File: config.mk
export PLATFORM = sky130hd
export DESIGN_NAME = bus_timeout_timer
export DESIGN_NICKNAME = d
export VERILOG_FILES = /design/src/rtl/bus_timeout_timer.sv
export SDC_FILE = /design/constraint.sdc
export NUM_CORES = 1
export LEC_CHECK = 0
export ABC_AREA = 1
export BUFFER_PORTS_ARGS = -buffer_cell sky130_fd_sc_hd__buf_2
export CAP_MARGIN = 20
export CORE_AREA = 3 3 40 42
export DETAILED_ROUTE_END_ITERATION = 12
export DIE_AREA = 0 0 43 45
export MAX_ROUTING_LAYER = met4
export PLACE_DENSITY_LB_ADDON = 0.25
export SLEW_MARGIN = 10
export SYNTH_ARGS = -nofsm -noshare
export SYNTH_HDL_FRONTEND = slang
export SYNTH_SLANG_ARGS = --single-unit
File: constraint.sdc
create_clock -name clk -period 2.3 [get_ports clk]
set_clock_uncertainty 0.05 [all_clocks]
set_input_delay 0.345 -clock clk [delete_from_list [all_inputs] [get_ports clk]]
set_output_delay 0.345 -clock clk [all_outputs]
set_load 0.005 [all_outputs]
File: src/rtl/bus_timeout_timer.sv
module bus_timeout_timer #(
	parameter int AXI_TIMEOUT = 64
) (
	input  logic clk,
	input  logic rst_n,
	input  logic run,
	output logic expired
);

	localparam int COUNT_BITS = $clog2(AXI_TIMEOUT + 1);

	logic [COUNT_BITS-1:0] count;

	// Stops at the limit, so expired stays up until run drops.
	always_ff @(posedge clk or negedge rst_n) begin
		if (!rst_n) begin
			count <= '0;
		end else if (!run) begin
			count <= '0;
		end else if (!expired) begin
			count <= count + 1'b1;
		end
	end

	assign expired = count == COUNT_BITS'(AXI_TIMEOUT);

endmodule

==> metrics.yaml <==
status: "complete, no violations"
grt_antenna_before_repair: 0
cts_tree: "yes"
switchingPower_uw: 63.0
critPathBufInv: 4
timing.critical_path.mode_cell: "inv_1"
power.total_uw: 266
finalCriticalPeriod_ns: 1.69
synthCells: 52
cp-end-kind: "primary output"
grt_first_pass_wirelength_um: 1210
synth-seq-cells: 7
final-hold-violation-count: 0
slowest_stage: "dfrtp_1"
ys_seq_area_share_pct: 43.3
seq_area_um2: 175
die_x_um: 43
io_buffers: 3
powerDensity_nw_per_um2: 566
synth_compound_area_share_pct: 7.74
clkLatencyLatePin_ns: 0.25
multi_input_area_um2: 190
layout-drive-gt1-share_pct: 16.9
synth_nets: 57
cpPeakStageDelay_ns: 0.38
root_buffer: "clkbuf_4"
grt.total_usage_pct: 9.33
fin_util_pct: 36.5
swShare_pct: 23.7
antenna_cells: 0
yosys_warnings: 0
avgViaCountPerCell: 4.64
fillers: 138
ant_nets: 0
ir_drop_mv: 0.271
synthSimpleGateAreaFrac_pct: 33.1
ys_types: 15
grt_pass1_vias: 286
gp_congestion: 0.698
path_class: "reg -> out"
syn-cell-area_um2: 404
core_area_um2: 1280
cp-start-kind: "flop"
htreeDepth: 1
setup_tns_ns: 0
finalMaxSlewViolations: 0
leakage_nw: 0.254
synthMuxAreaShare_pct: 0
cap_viol_max_count: 0
final_common_cell: "nand2_1"
comb_power_share_pct: 8.2
top_register: "count"
drt-total-wl_um: 721
maxSlewHeadroom_pct: 87.4
cp_top_family: "flip-flops"
fin_nets: 65
largestRegisters: "count: 7 flops"
die-area_um2: 1940
fmax_ghz: 0.593
drt_drc_violations_left: 0
power_frac_clock_pct: 41.9
rows: 13
synth_top_family_by_area: "simple AND/OR/NAND/NOR gates"
grt_max_degree: 10
start_util_pct: 31.5
post-route-period-util_pct: 73.3
ctsResizeCount: 0
chipHeight_um: 45
crit_path_max_fanout: 4
critPathRequiredTime_ns: 1.90
cp_data_arrival_time_ns: 1.29
place_hpwl_um: 570
drtPass1Iterations: 4
drt-wirelength-per-cell_um: 9.74
synth_fa_ha_area_share_pct: 6.19
worst_pin_slew_ns: 0.189
synthXorXnorAreaFrac_pct: 0
clk_pin_slew_worst_paths_ns: 0.06
ios: 4
rsz0062_at_grt: "false"
setup_viol: 0
hold_path.class: "in -> reg"
gr-total-overflow: 0
final_cell_mix: "nand2_1, inv_1, dfrtp_1"
power.internal_uw: 203
largest_register_ffs: 7
area_growth_pct: 16.1
avgSynthCellArea_um2: 7.77
cts_buffers: 3
crit_chain: "inv_1 -> ha_1 -> nand2_1 -> inv_1 -> nand3_1 -> inv_1 -> buf_2"
cts.sinks: 7
cts_buffer_depth: 2
vias: 343
seqPwrFrac_pct: 49.9
drt_iter0_markers: 4
## routing by layer
layer	global-route usage, %	up-vias	part of all wire [%]
met5	-	-	0
met1	12.6	153	51
met4	3.61	0	0.83
li1	-	178	-
met2	10.8	10	41
met3	5.98	2	6.8
## cells in the mapped netlist
| cell | count | area share [%] |
|---|---|---|
| dfrtp_1 | 7 | 43 |
| o21bai_2 | 1 | 2.8 |
| nor2_2 | 2 | 3.1 |
| nand3_2 | 1 | 2.5 |
| o21ai_0 | 2 | 2.5 |
| ha_1 | 2 | 6.2 |
| nand4_1 | 3 | 4.6 |
| nand3_1 | 3 | 3.7 |
| nor3b_1 | 1 | 1.9 |
| or2_1 | 1 | 1.5 |
| buf_2 | 1 | 1.2 |
| nand2_1 | 11 | 10 |
| a21oi_1 | 2 | 2.5 |
| inv_1 | 9 | 8.4 |
| nor2_1 | 6 | 5.6 |
## cell families after synthesis
kind of cell	count (synthesis)
AOI/OAI and AO/OA	5
and+or+nand+nor	28
adders and majority gates	2
DFF	7
buffers and inverters	10
## tightest hold or removal path, stage by stage
cell and delay [ns]:
buf_2 0.15, nand2_1 0.08, nor2_1 0.03
## timing repair
action | in CTS | in global routing
setup buffers | 0 | 0
hold buffers | 1 | 0
endpoints found under the hold margin | 7 | 0
## worst paths after layout
| kind | from | cells past startpoint | end | slack, ns |
|---|---|---|---|---|
| min reg2reg | count[0] | 2 | count[0] | 0.53 |
| max | count[0] | 7 | expired | 0.61 |
| max reg2reg | count[0] | 7 | count[0] | 1.12 |
| min | run | 3 | count[6] | 0.35 |
| max in group asynchronous | rst_n | 2 | count[6] | 1.63 |
| min in group asynchronous | rst_n | 2 | count[2] | 0.40 |
## cell type report
| cell class | count | area share, % |
|---|---|---|
| multi-input cells | 35 | 40.5 |
| clock buffers | 4 | 5.60 |
| well taps | 15 | 4.00 |
| flip-flops and latches | 7 | 37.3 |
| inverters | 9 | 7.20 |
| repair buffers | 4 | 5.33 |
## through the flow
stage / hold WS (ns) / area (um^2) / std cells / setup slack [ns]
2_1_floorplan: -0.000591 / 404 / 52 / 1.04
3_3_place_gp: 0.138 / 433 / 69 / 0.898
3_5_place_dp: 0.139 / 433 / 69 / 0.876
4_1_cts: 0.343 / 469 / 74 / 0.597
5_1_grt: 0.367 / 469 / 74 / 0.523
6_report: 0.349 / 469 / 74 / 0.614
## power by group through the flow
stage	registers, mW	logic (mW)	clock network, mW
2_1_floorplan	0.133	0.0144	0
3_3_place_gp	0.134	0.0204	0
3_5_place_dp	0.134	0.0209	0
4_1_cts	0.132	0.0223	0.117
5_1_grt	0.133	0.0259	0.125
6_report	0.133	0.0218	0.111
No activity file was read; power rests on OpenSTA's default activity.
