[config.mk]
export PLATFORM = sky130hd
export DESIGN_NAME = sched_mem_router
export DESIGN_NICKNAME = d
export VERILOG_FILES = /design/src/rtl/sched_pkg.sv /design/src/rtl/sched_mem_router.sv
export SDC_FILE = /design/constraint.sdc
export NUM_CORES = 1
export LEC_CHECK = 0
export BUFFER_PORTS_ARGS = -buffer_cell sky130_fd_sc_hd__buf_2
export CORE_AREA = 2 2 71 73
export CTS_CLUSTER_SIZE = 30
export DETAILED_ROUTE_END_ITERATION = 8
export DIE_AREA = 0 0 73 75
export HOLD_SLACK_MARGIN = 0.12
export PLACE_DENSITY = 0.68
export SLEW_MARGIN = 20
export SYNTH_ARGS = -nofsm -noshare
export SYNTH_HDL_FRONTEND = slang
export SYNTH_SLANG_ARGS = --single-unit
[constraint.sdc]
create_clock -name clk -period 3 [get_ports clk]
set_clock_uncertainty 0.15 [all_clocks]
set_input_delay 0.6 -clock clk [delete_from_list [all_inputs] [get_ports clk]]
set_output_delay 0.6 -clock clk [all_outputs]
set_load 0.02 [all_outputs]
[src/rtl/sched_pkg.sv]
package sched_pkg;

	// ********************
	// Basic words
	// ********************

	typedef logic [31:0] word_t;
	typedef logic [3:0]  strb_t;

	// Byte select bits below the word index.
	localparam int SUBWORD_BITS = 2;

	localparam int BYTE_BITS = 8;

	// ********************
	// Core bus
	// ********************

	typedef struct packed {
		logic  valid;
		logic  write;
		word_t addr;
		word_t wdata;
		strb_t wstrb;
	} mem_req_t;

	typedef struct packed {
		logic  ready;
		logic  err;
		word_t rdata;
	} mem_resp_t;

	// ********************
	// AXI-lite bus
	// ********************

	typedef logic [1:0] axi_resp_t;

	// Anything other than OKAY counts as an error.
	localparam axi_resp_t AXI_RESP_OKAY = 2'b00;

	typedef struct packed {
		logic  awvalid;
		word_t awaddr;
		logic  wvalid;
		word_t wdata;
		strb_t wstrb;
		logic  bready;
		logic  arvalid;
		word_t araddr;
		logic  rready;
	} axil_req_t;

	typedef struct packed {
		logic      awready;
		logic      wready;
		logic      bvalid;
		axi_resp_t bresp;
		logic      arready;
		logic      rvalid;
		word_t     rdata;
		axi_resp_t rresp;
	} axil_rsp_t;

endpackage

[src/rtl/sched_mem_router.sv]
module sched_mem_router #(
	parameter int SCRATCH_WORDS = 256
) (
	input  logic                             clk,
	input  logic                             rst_n,
	input  sched_pkg::mem_req_t              req,
	output sched_pkg::mem_resp_t             resp,

	output logic                             sp_en,
	output logic                             sp_we,
	output logic [$clog2(SCRATCH_WORDS)-1:0] sp_index,
	input  sched_pkg::word_t                 sp_rdata,

	output logic                             axi_start,
	input  logic                             axi_done,
	input  logic                             axi_err,
	input  sched_pkg::word_t                 axi_rdata
);

	localparam int INDEX_BITS = $clog2(SCRATCH_WORDS);
	localparam int LOW_BITS = INDEX_BITS + sched_pkg::SUBWORD_BITS;
	localparam int ADDR_BITS = $bits(sched_pkg::word_t);

	logic sp_hit;
	logic sp_sel;
	logic axi_sel;

	// Scratchpad access in flight, then its answer cycle.
	logic sp_wait;
	logic sp_ack;

	logic axi_busy;

	assign sp_hit = ~|req.addr[ADDR_BITS-1:LOW_BITS];
	assign sp_sel = req.valid & sp_hit;
	assign axi_sel = req.valid & ~sp_hit;

	assign sp_index = req.addr[LOW_BITS-1:sched_pkg::SUBWORD_BITS];
	assign sp_en = sp_sel & ~sp_wait & ~sp_ack;
	assign sp_we = req.write;

	assign axi_start = axi_sel & ~axi_busy;

	always_ff @(posedge clk or negedge rst_n) begin
		if (!rst_n) begin
			sp_wait <= 1'b0;
			sp_ack <= 1'b0;
			axi_busy <= 1'b0;
		end else begin
			sp_wait <= sp_en;
			sp_ack <= sp_wait;
			if (axi_start) begin
				axi_busy <= 1'b1;
			end else if (axi_done) begin
				axi_busy <= 1'b0;
			end
		end
	end

	// ********************
	// Response mux
	// ********************

	always_comb begin
		resp.ready = sp_ack | axi_done;
		resp.err = axi_done & axi_err;
		if (sp_ack) begin
			resp.rdata = req.write ? '0 : sp_rdata;
		end else begin
			resp.rdata = axi_rdata;
		end
	end

endmodule

==> run summary <==
Syn Std Cell Area -> 696 um2
Max VDD drop -> 0.271 mV
DIE HEIGHT -> 75 um
largest net degree at the start of global routing -> 23
DR pass1 iterations -> 3
root buffer cell -> clkbuf_8
maximum fanout along the worst path -> 3
Synth Net Count -> 271
Reg2Reg Depth -> 2
min Tclk post-route -> 2530 ps
Avg Inst Size Synth -> 5.23 um2
Iter 0 DRT Violations -> 26
Slowest-stage cell, CP -> or4_4
register area share after synthesis -> 0.108
Final setup viols -> 0
Die W -> 73 um
hold path endpoint -> sp_ack
CTS HTree Levels -> 1
Most common cell on crit path -> buf_2
CTS resizes -> 0
status -> complete, no violations
R2R Path End -> sp_wait
TritonCTS clock tree -> done
first-pass GRT wire length -> 3970 um
core area -> 4660 um2
Initial Util -> 0.149
pwr/cell area -> 220 nW/um2
fin crit share -> 0.845
via count -> 1,217
Comb pwr share -> 0.472
RSZ-0062 raised after global routing -> no
layout cells sized above 1 -> 0.542
CTS Buf Count -> 3
initial antenna violation count -> 1
number of port buffers -> 128
dpl hpwl -> 2440 um
P_leak -> 0.858 nW
Critical Path Source Type -> primary input
drt via density -> 3.95
global route total overflow -> 0
Syn Inst Count -> 133
most used cells in the layout excluding fill and tap cells -> 128 x buf_2, 34 x nand2_1, 33 x inv_1
crit-path cells -> buf_2 > or4_4 > nor3_4 > and4_1 > buf_2
Crit path largest cell delay -> 530 ps
Hold Startpoint -> sp_wait
wire length per cell -> 8.81 um
YS warnings -> 0
fillers -> 515
Final Instance Area -> 1390 um2
Net Sw Frac -> 0.328
Die Area -> 5480 um2
setup total negative slack -> 0 ps
Switch Pwr -> 0.0999 mW
top post-synthesis cells by area -> o21ai_0 19%, nand2_1 18%, inv_1 18%
Clock Latency Late Sink -> 210 ps
Worst R2R Setup Slack -> 1800 ps
clk sinks -> 3
Clock power frac -> 0.383
RD Place Congestion -> 0.727
Fin. Hold Viols -> 0
Placed Area -> 1330 um2
most common cell after layout, fill and taps aside -> buf_2
part of the power in registers -> 0.145
Critical path origin -> req[52]
worst r2r src -> sp_ack
io pins -> 183
Hold Path Class -> reg -> reg
total length of routed wires -> 2720 um
max cap viols -> 0
DRC -> 0
internal power -> 0.204 mW
GRT Total Usage -> 0.0896
clk slew on worst S/H paths -> 30 ps
Final nets -> 392
#FFs+latches synth -> 3
Worst-Margin Slew -> 448 ps
headroom to the max-slew limit -> 0.701
Fmax -> 0.395 GHz
WP data required -> 2250 ps
vias in the first global route -> 983
crit-path leading delay family -> simple AND/OR/NAND/NOR gates
hold path cells -> 0
synthesis-to-layout area growth -> 99.3%
post-synth top area share -> 0.187
Synth cell types -> 19
largest area contributor in the netlist -> o21ai_0
Setup Crit Path Kind -> in -> out
WP buf/inv -> 2
maximum clock path buffer count -> 2
CP Capture Type -> output port
row cnt -> 25
Routed Antenna Nets -> 0
Slew Viols, Final -> 0
crit path DAT -> 1780 ps
-- power by group through the flow --
stage / Sequential [mW] / Combinational (mW) / Clock, mW
2_1_floorplan: 0.0443 / 0.0754 / 0
3_3_place_gp: 0.0447 / 0.142 / 0
3_5_place_dp: 0.0448 / 0.144 / 0
4_1_cts: 0.0443 / 0.145 / 0.119
5_1_grt: 0.0448 / 0.158 / 0.125
6_report: 0.0443 / 0.144 / 0.117
-- layout make-up --
cell class                      instances  area [um2]  area share
Antenna cell                            1        2.50     0.00181
Clock buffer                            4        45.0      0.0325
Inverter                               33         124      0.0894
Multi-Input combinational cell         81         399       0.288
Sequential cell                         3        75.1      0.0542
Tap cell                               54        67.6      0.0487
Timing Repair Buffer                  132         673       0.486
-- metrics by stage --
stage / hold WS (ps) / setup slack (ps) / util / instances / power, mW
detailed placement: 218 / 465 / 0.285 / 302 / 0.189
global route: 259 / 422 / 0.297 / 307 / 0.328
floorplan: 154 / 657 / - / 133 / 0.120
global placement: 208 / 481 / 0.285 / 302 / 0.187
CTS: 220 / 462 / 0.297 / 307 / 0.309
finish: 219 / 466 / 0.297 / 308 / 0.304
-- worst max path at each step --
stage	depth (start not counted)	to
after floorplan	3	sp_en
after global routing	5	sp_en
after global placement	5	sp_en
final	5	sp_en
after detailed placement	5	sp_en
after CTS	5	sp_en
-- flip-flops by register name, summed over array words and instances, names as in the netlist --
name / flops
sp_ack: 1
axi_busy: 1
sp_wait: 1
-- Yosys cell counts --
cell type	count
inv_1	33
a31oi_1	1
buf_2	3
o21ai_1	6
nor2_1	1
and2_1	1
clkbuf_1	4
or4_4	1
a21oi_1	1
and4_1	2
nor3_4	1
o22ai_1	1
dfrtp_1	3
or2_2	1
nand2_1	34
and2b_1	1
nor4_1	4
o21ai_0	26
buf_4	9
-- metal layers --
metal	vias up	global-route usage	wire, um
li1	643	-	-
met1	499	0.0877	932
met2	75	0.184	1510
met5	-	0	0
met3	0	0.0281	269
met4	0	0.0144	0
-- worst register-to-register path, stage by stage (launching register included) --
cell and delay (ps):
dfrtp_1 600, nor2_1 90, and4_1 230
-- logic make-up (layout without fill, tap and decap cells) --
family,count (synthesis),in the layout,share of synthesized area
buffers and inverters,49,169,0.318
AND/OR/NAND/NOR,46,46,0.318
AO/OA/AOI/OAI,35,35,0.255
flip-flops,3,3,0.108
other,0,1,0
-- what timing repair did --
action / CTS / global route
endpoints found under the setup margin: 0 / 0
hold endpoints to repair: 3 / 0
setup buffers: 0 / 0
hold buffers: 1 / 0
Power figures use the tool's default switching activity.
