File: config.mk
export PLATFORM = sky130hd
export DESIGN_NAME = axil_master_fsm
export DESIGN_NICKNAME = d
export VERILOG_FILES = /design/src/rtl/sched_pkg.sv /design/src/rtl/axil_master_fsm.sv
export SDC_FILE = /design/constraint.sdc
export NUM_CORES = 1
export LEC_CHECK = 0
export BUFFER_PORTS_ARGS = -buffer_cell sky130_fd_sc_hd__buf_2
export CAP_MARGIN = 20
export CORE_MARGIN = 10
export CORE_UTILIZATION = 42
export DETAILED_ROUTE_END_ITERATION = 12
export PLACE_DENSITY = 0.9
export SYNTH_ARGS = -nofsm -noshare
export SYNTH_HDL_FRONTEND = slang
export SYNTH_SLANG_ARGS = --single-unit
File: constraint.sdc
create_clock -name clk -period 1.9 [get_ports clk]
set_input_delay 0.285 -clock clk [delete_from_list [all_inputs] [get_ports clk]]
set_output_delay 0.285 -clock clk [all_outputs]
set_load 0.01 [all_outputs]
File: src/rtl/sched_pkg.sv
package sched_pkg;

	// ********************
	// Basic words
	// ********************

	typedef logic [31:0] word_t;
	typedef logic [3:0]  strb_t;

	// Byte select bits below the word index.
	localparam int SUBWORD_BITS = 2;

	localparam int BYTE_BITS = 8;

	// ********************
	// Core bus
	// ********************

	typedef struct packed {
		logic  valid;
		logic  write;
		word_t addr;
		word_t wdata;
		strb_t wstrb;
	} mem_req_t;

	typedef struct packed {
		logic  ready;
		logic  err;
		word_t rdata;
	} mem_resp_t;

	// ********************
	// AXI-lite bus
	// ********************

	typedef logic [1:0] axi_resp_t;

	// Anything other than OKAY counts as an error.
	localparam axi_resp_t AXI_RESP_OKAY = 2'b00;

	typedef struct packed {
		logic  awvalid;
		word_t awaddr;
		logic  wvalid;
		word_t wdata;
		strb_t wstrb;
		logic  bready;
		logic  arvalid;
		word_t araddr;
		logic  rready;
	} axil_req_t;

	typedef struct packed {
		logic      awready;
		logic      wready;
		logic      bvalid;
		axi_resp_t bresp;
		logic      arready;
		logic      rvalid;
		word_t     rdata;
		axi_resp_t rresp;
	} axil_rsp_t;

endpackage

File: src/rtl/axil_master_fsm.sv
module axil_master_fsm (
	input  logic                 clk,
	input  logic                 rst_n,
	input  logic                 start,
	input  sched_pkg::mem_req_t  req,
	input  logic                 expired,
	output logic                 run,
	output logic                 done,
	output logic                 err,
	output sched_pkg::word_t     rdata,
	output sched_pkg::axil_req_t axil,
	input  sched_pkg::axil_rsp_t axil_rsp
);

	typedef enum logic [2:0] {
		s_idle,
		s_write,
		s_bresp,
		s_raddr,
		s_rdata,
		s_finish
	} state_t;

	state_t state;

	// Set once the address or data beat has been taken.
	logic aw_ok;
	logic w_ok;

	logic aw_fire;
	logic w_fire;
	logic write_accepted;

	sched_pkg::mem_req_t req_q;

	assign aw_fire = axil.awvalid & axil_rsp.awready;
	assign w_fire = axil.wvalid & axil_rsp.wready;
	assign write_accepted = (aw_ok | aw_fire) & (w_ok | w_fire);

	assign run = (state != s_idle) && (state != s_finish);
	assign done = state == s_finish;

	// ********************
	// Request and read data
	// ********************

	always_ff @(posedge clk) begin
		if (start) begin
			req_q <= req;
			rdata <= '0;
		end else if (state == s_rdata && axil_rsp.rvalid && !expired) begin
			rdata <= axil_rsp.rdata;
		end
	end

	// ********************
	// State machine
	// ********************

	always_ff @(posedge clk or negedge rst_n) begin
		if (!rst_n) begin
			state <= s_idle;
			aw_ok <= 1'b0;
			w_ok <= 1'b0;
			err <= 1'b0;
		end else if (run && expired) begin
			// Slave never answered.
			state <= s_finish;
			err <= 1'b1;
		end else begin
			case (state)
				s_idle: begin
					if (start) begin
						state <= req.write ? s_write : s_raddr;
						aw_ok <= 1'b0;
						w_ok <= 1'b0;
						err <= 1'b0;
					end
				end
				s_write: begin
					if (write_accepted) begin
						state <= s_bresp;
					end else begin
						aw_ok <= aw_ok | aw_fire;
						w_ok <= w_ok | w_fire;
					end
				end
				s_bresp: begin
					if (axil_rsp.bvalid) begin
						state <= s_finish;
						err <= axil_rsp.bresp != sched_pkg::AXI_RESP_OKAY;
					end
				end
				s_raddr: begin
					if (axil_rsp.arready) begin
						state <= s_rdata;
					end
				end
				s_rdata: begin
					if (axil_rsp.rvalid) begin
						state <= s_finish;
						err <= axil_rsp.rresp != sched_pkg::AXI_RESP_OKAY;
					end
				end
				default: state <= s_idle;
			endcase
		end
	end

	// ********************
	// Bus outputs
	// ********************

	always_comb begin
		axil.awvalid = (state == s_write) && !aw_ok;
		axil.awaddr = req_q.addr;
		axil.wvalid = (state == s_write) && !w_ok;
		axil.wdata = req_q.wdata;
		axil.wstrb = req_q.wstrb;
		axil.bready = state == s_bresp;
		axil.arvalid = state == s_raddr;
		axil.araddr = req_q.addr;
		axil.rready = state == s_rdata;
	end

endmodule

==> impl_metrics.yaml, run 1 <==
setup_path:
  crit_required_ns: 1.62
  critPathMaxFanout: 10
  cp-end-kind: "output pin"
  crit_type: "reg2out"
  crit_arrival_ns: 1.52
  cp-start-kind: "flop"
run:
  drv_cap: 0
yosys:
  yosys_warnings: 0
  syn_avg_cell_area_um2: 13.0
  yosysTopAreaCell: "edfxtp_1"
  synth_compound_area_frac: 0.0861
  synth_fa_ha_area_frac: 0
  synth_xor_area_frac: 0
  yosys.area_share.simple: 0.0981
  ys_seq_area_frac: 0.716
  synth_mux_area_frac: 0.00823
  synthArstFlopShare: 0.0566
  synthCells: 304
  synth-edff-count: 68
  synthTopCellsByArea: "edfxtp_1 (52%), dfxtp_1 (16%), nand2_1 (6.6%)"
  synth_top_family_by_area: "simple AND/OR/NAND/NOR gates"
  synth_area_mm2: 0.00395
  yosysTopAreaCellShare: 0.516
  syn-num-nets: 419
  synthFlopType: "edfxtp_1"
  ys_types: 32
  synth-seq-cells: 106
layout:
  utilization: 0.584
  final_cell_count_no_fill: 657
  final_cell_mix: "buf_2 (252), nand2_1 (69), edfxtp_1 (68)"
  syn_to_final_growth_pct: 35.9
  final_layout_size_suffix_gt1_frac: 0.562
  nFillCells: 754
  fin_area_mm2: 0.00537
  mostFrequentLayoutCell: "buf_2"
  fin_nets: 647
power_and_ir_drop:
  p_clk_frac: 0.268
  p_leak_nw: 2.43
  netSwitchingFraction: 0.297
  p_seq_frac: 0.512
  peakVddDrop_v: 0.000748
  combPwrFrac: 0.220
  total_power_mw: 5.51
  internal-power_mw: 3.87
  power_density_mw_per_mm2: 1030
  power_switching_mw: 1.64
place:
  port_buffers: 253
  place_hpwl_mm: 10.2
  place_congestion: 0.838
  dp_slack_ns: 0.191
  placed_cells: 627
  dpl-instance-area_mm2: 0.00509
clocking:
  h-tree-depth: 3
  cts-root-buf: "clkbuf_8"
  cts.clk_slew.worst_paths_ns: 0.11
  ctsLongestPathBuffers: 2
  clkSinkCount: 106
  clk_latency_ns: 0.35
  cts_made_buffers: 9
  cts_tree: "done"
global_route:
  grt_pass1_vias: 3131
  grt_usage: 0.164
  overflow: 0
  grt_max_degree: 64
  antenna_found_initial: 4
  grt_pass1_wl_mm: 16.9
sta:
  whs_ns: 0.0941
  slew_violations: 0
  rsz0062_at_grt: "no"
  period_minus_slack_ns: 1.81
  hold_viol: 0
  setup_viol: 0
  finalCritPeriodShare: 0.950
  fmax_ghz: 0.554
  finalSetupTns_ns: 0
  fin_worst_skew_ns: 0.00433
  max_slew_margin: 0.776
  fin_ws_ns: 0.0946
  tightest_slew_ns: 0.336
routing:
  antenna_left: 0
  firstDrtPassIters: 4
  vias: 3132
  drt_iter0_drc: 165
  drc: 0
  wirelength_mm: 12.7
  wl_per_cell_um: 19.3
  viasPerCell: 4.77
die:
  pin_count: 255
  start_util: 0.430
  fp-row-count: 35
  die_area_mm2: 0.0137
  core_mm2: 0.00920
  die_h_um: 117
  die_x_um: 117
status:
  outcome: "finished, final reports clean"
min_path:
  hold_path.class: "in2reg"
-- sequential cells by signal (all words and copies together) (netlist names) --
name / flops
axil: 68
rdata: 32
w_ok: 1
aw_ok: 1
err: 1
state: 3
-- per-layer routing --
metal | global-route usage | share of wire | vias up
met4 | 0.0577 | 0.022 | 0
met5 | 0 | 0 | -
met1 | 0.148 | 0.32 | 1472
met2 | 0.315 | 0.56 | 164
met3 | 0.0708 | 0.095 | 18
li1 | - | - | 1478
-- synth_stat cells (2+ instances only) --
cell type / n
buf_6: 3
clkbuf_1: 8
edfxtp_1: 68
o21ai_0: 4
a21oi_1: 21
mux2_2: 2
nor2b_1: 2
buf_8: 2
nand3_1: 3
nor3_1: 2
nand2_1: 69
buf_2: 3
dfrtp_1: 6
buf_4: 32
inv_1: 3
dfxtp_1: 32
nor2_1: 11
a21oi_2: 15
or3_1: 3
a31oi_1: 3
-- cell type report --
type / count / area [µm²] / area share
Multi-Input combinational cell: 147 / 761 / 0.142
Timing Repair Buffer: 265 / 1390 / 0.258
Antenna cell: 9 / 22.5 / 0.00419
Inverter: 3 / 11.3 / 0.00210
Sequential cell: 106 / 2840 / 0.528
Clock buffer: 9 / 124 / 0.0231
Tap cell: 111 / 139 / 0.0258
Clock inverter: 7 / 93.8 / 0.0175
-- logic make-up (layout without fill, tap and decap cells) --
family,after synthesis,count (layout)
AO/OA/AOI/OAI,51,51
multiplexers,3,3
flip-flops,106,106
buffers and inverters,51,284
AND/OR/NAND/NOR,93,93
other,0,9
-- timing repair --
| action | 4_1_cts | 5_1_grt |
|---|---|---|
| endpoints found under the hold margin | 6 | 0 |
| endpoints found under the setup margin | 3 | 2 |
| hold buffers | 1 | 0 |
| gates resized for setup | 1 | 2 |
| buffers inserted | 2 | 2 |
-- power by group through the flow --
stage | logic [mW] | registers [mW] | clock network (mW)
5_1_grt | 1.33 | 2.85 | 1.62
4_1_cts | 1.20 | 2.82 | 1.52
2_1_floorplan | 0.654 | 2.91 | 0
3_5_place_dp | 1.13 | 2.90 | 0
3_3_place_gp | 1.09 | 2.88 | 0
6_report | 1.21 | 2.82 | 1.48
-- path summary, 6_finish.rpt --
kind / from / endpoint / slack (ns) / depth (start not counted)
max: state[1]$_DFFE_PN0P_ / run / 0.09 / 3
min: req[62] / axil[27]$_DFFE_PP_ / 0.09 / 1
max reg2reg: state[0]$_DFFE_PN0P_ / rdata[24]$_SDFFE_PP0P_ / 0.28 / 6
min reg2reg: rdata[23]$_SDFFE_PP0P_ / rdata[23]$_SDFFE_PP0P_ / 0.46 / 2
max in group asynchronous: rst_n / state[2]$_DFFE_PN0P_ / 1.45 / 2
min in group asynchronous: rst_n / err$_DFFE_PN0P_ / 0.28 / 2
-- critical path, cell delays in order, from the launching register on --
cell	delay [ns]
dfrtp_2	0.47
buf_4	0.18
or3_1	0.37
buf_2	0.15
Power figures use the tool's default switching activity.
==> run 2: changes to the inputs <==
ABC_AREA = 1   (was not set)
clock period = 1.7 ns   (was 1.9 ns; I/O delays follow)
==> impl_metrics.yaml, run 2 <==
status:
  outcome: "finished, final reports clean"
clocking:
  cts.clk_slew.worst_paths_ns: 0.11
  clkSinkCount: 106
  clk_latency_ns: 0.36
  h-tree-depth: 3
  ctsLongestPathBuffers: 2
  cts_tree: "done"
  cts-root-buf: "clkbuf_8"
  cts_made_buffers: 9
sta:
  tightest_slew_ns: 0.300
  finalSetupTns_ns: 0
  period_minus_slack_ns: 1.62
  finalCritPeriodShare: 0.952
  max_slew_margin: 0.800
  rsz0062_at_grt: "no"
  setup_viol: 0
  hold_viol: 0
  fin_worst_skew_ns: 0.0148
  fmax_ghz: 0.618
  slew_violations: 0
layout:
  largest_reg_flops: 68
  fin_area_mm2: 0.00533
  diodes: 0
  final_layout_size_suffix_gt1_frac: 0.532
  final_cell_mix: "buf_2 (253), nor2_1 (71), edfxtp_1 (68)"
  mostFrequentLayoutCell: "buf_2"
  syn_to_final_growth_pct: 36.4
  fin_nets: 664
place:
  dpl-instance-area_mm2: 0.00509
  place_congestion: 0.843
  port_buffers: 253
  place_hpwl_mm: 9.98
setup_path:
  reg2reg_depth: 8
  cp-end-kind: "output pin"
  rr_endpoint: "rdata[0]$_SDFFE_PP0P_"
  reg2reg_slack_ns: 0.17
  rr_startpoint: "state[0]$_DFFE_PN0P_"
  critical_path.top_delay_family: "flip-flops"
  critPathMaxStageDelay_ns: 0.46
  cp-start-kind: "flop"
  crit_path_top_delay_cell: "dfrtp_1"
  critPathMaxFanout: 5
  crit_type: "reg2out"
  worstPathCellList: "inv_2, nand2_1, nor2_1, buf_2"
  crit_required_ns: 1.44
  path_buf_inv: 2
  crit_arrival_ns: 1.36
routing:
  vias: 3140
  drt_iter0_drc: 133
  viasPerCell: 4.72
  wl_per_cell_um: 18.2
  drc: 0
  antenna_left: 0
  firstDrtPassIters: 4
  wirelength_mm: 12.1
run:
  drv_cap: 0
yosys:
  yosysTopAreaCellShare: 0.522
  synthTopCellsByArea: "edfxtp_1 (52%), dfxtp_1 (16%), nor2_1 (6.8%)"
  synthTopCellsByCount: "nor2_1 (71), edfxtp_1 (68), buf_4 (33), o21ai_0 (33), dfxtp_1 (32)"
  synthFlopType: "edfxtp_1"
  synth-edff-count: 68
  ys_types: 27
  ys_seq_area_frac: 0.724
  yosysTopAreaCell: "edfxtp_1"
  synthCells: 316
  yosys_warnings: 0
  synth_most_common_cell: "nor2_1"
  synthArstFlopShare: 0.0566
  syn-num-nets: 431
  synth_area_mm2: 0.00391
  syn_avg_cell_area_um2: 12.4
  synth-seq-cells: 106
die:
  die_area_mm2: 0.0136
  die_h_um: 116
  pin_count: 255
  core_mm2: 0.00915
  die_x_um: 116
  start_util: 0.427
  fp-row-count: 35
global_route:
  grt_pass1_vias: 3250
  grt_usage: 0.160
  grt_pass1_wl_mm: 16.7
  overflow: 0
  antenna_found_initial: 0
  grt_max_degree: 34
min_path:
  hold_depth: 1
  min_from: "req[30]"
  hold_path_end: "axil[65]$_DFFE_PP_"
  hold_path.class: "in2reg"
power_and_ir_drop:
  p_seq_frac: 0.499
  p_clk_frac: 0.252
  total_power_mw: 6.38
  combPwrFrac: 0.249
  p_leak_nw: 2.56
  netSwitchingFraction: 0.317
  power_switching_mw: 2.02
  power_density_mw_per_mm2: 1200
  peakVddDrop_v: 0.000520
  internal-power_mw: 4.35
## run 2: cell types whose count changed in the layout (fill, tap and decap cells not counted), sizes merged, moves of 4 or more
| cell | delta |
|---|---|
| nor2 | +61 |
| nand2 | -46 |
| o21ai | +34 |
| a21oi | -33 |
| inv | +12 |
| diode | -9 |
| nand3 | +9 |
| nand4 | +4 |
## run 2: layout make-up
class	count	area, µm²
Timing Repair Buffer	263	1360
Inverter	15	58.8
Clock buffer	9	124
Multi-Input combinational cell	154	727
Clock inverter	7	91.3
Fill cell	759	3820
Sequential cell	106	2840
Tap cell	111	139
## run 2: repair_timing
action | 4_1_cts | 5_1_grt
cloned | 0 | 0
hold buffers | 1 | 0
setup buffers | 0 | 1
endpoints found under the setup margin | 3 | 18
gates resized for setup | 2 | 2
hold endpoints to repair | 6 | 0
## run 2: worst max-delay path by stage
stage,from,to,slack (ns),cells past startpoint
global placement,state[0]$_DFFE_PN0P_,rdata[19]$_SDFFE_PP0P_,0.24,8
detailed placement,state[0]$_DFFE_PN0P_,rdata[0]$_SDFFE_PP0P_,0.15,8
finish,state[2]$_DFFE_PN0P_,axil[34],0.08,4
floorplan,state[2]$_DFFE_PN0P_,err$_DFFE_PN0P_,0.39,6
CTS,state[2]$_DFFE_PN0P_,axil[34],0.04,4
global route,state[2]$_DFFE_PN0P_,axil[34],0.007,4
## run 2: logic make-up after synthesis
logic type,after synthesis,share of synthesized area
simple gates,113,0.128
flops,106,0.724
buf+inv,56,0.0909
compound gates,41,0.0563
## run 2: power by group through the flow
stage          clock, mW  sequential [mW]  combinational, mW
6_report            1.61             3.18               1.59
5_1_grt             1.77             3.21               1.74
4_1_cts             1.67             3.18               1.58
3_5_place_dp           0             3.23               1.56
3_3_place_gp           0             3.21               1.49
2_1_floorplan          0             3.32              0.835
## run 2: layer usage
layer	vias to the layer above	part of all wire	global-route usage
met4	0	0.022	0.0626
met1	1434	0.33	0.153
met5	-	0	0
met3	22	0.14	0.0724
li1	1498	-	-
met2	186	0.52	0.291
## run 2: through the flow
step / instances / hold slack [ns] / worst slack (ns) / util
finish: 665 / 0.0612 / 0.0820 / 0.583
global route: 665 / 0.0229 / 0.00698 / 0.583
CTS: 664 / 0.0376 / 0.0351 / 0.581
detailed placement: 647 / 0.0926 / 0.149 / 0.556
global placement: 647 / 0.0894 / 0.237 / 0.556
floorplan: 316 / -0.0406 / 0.390 / -
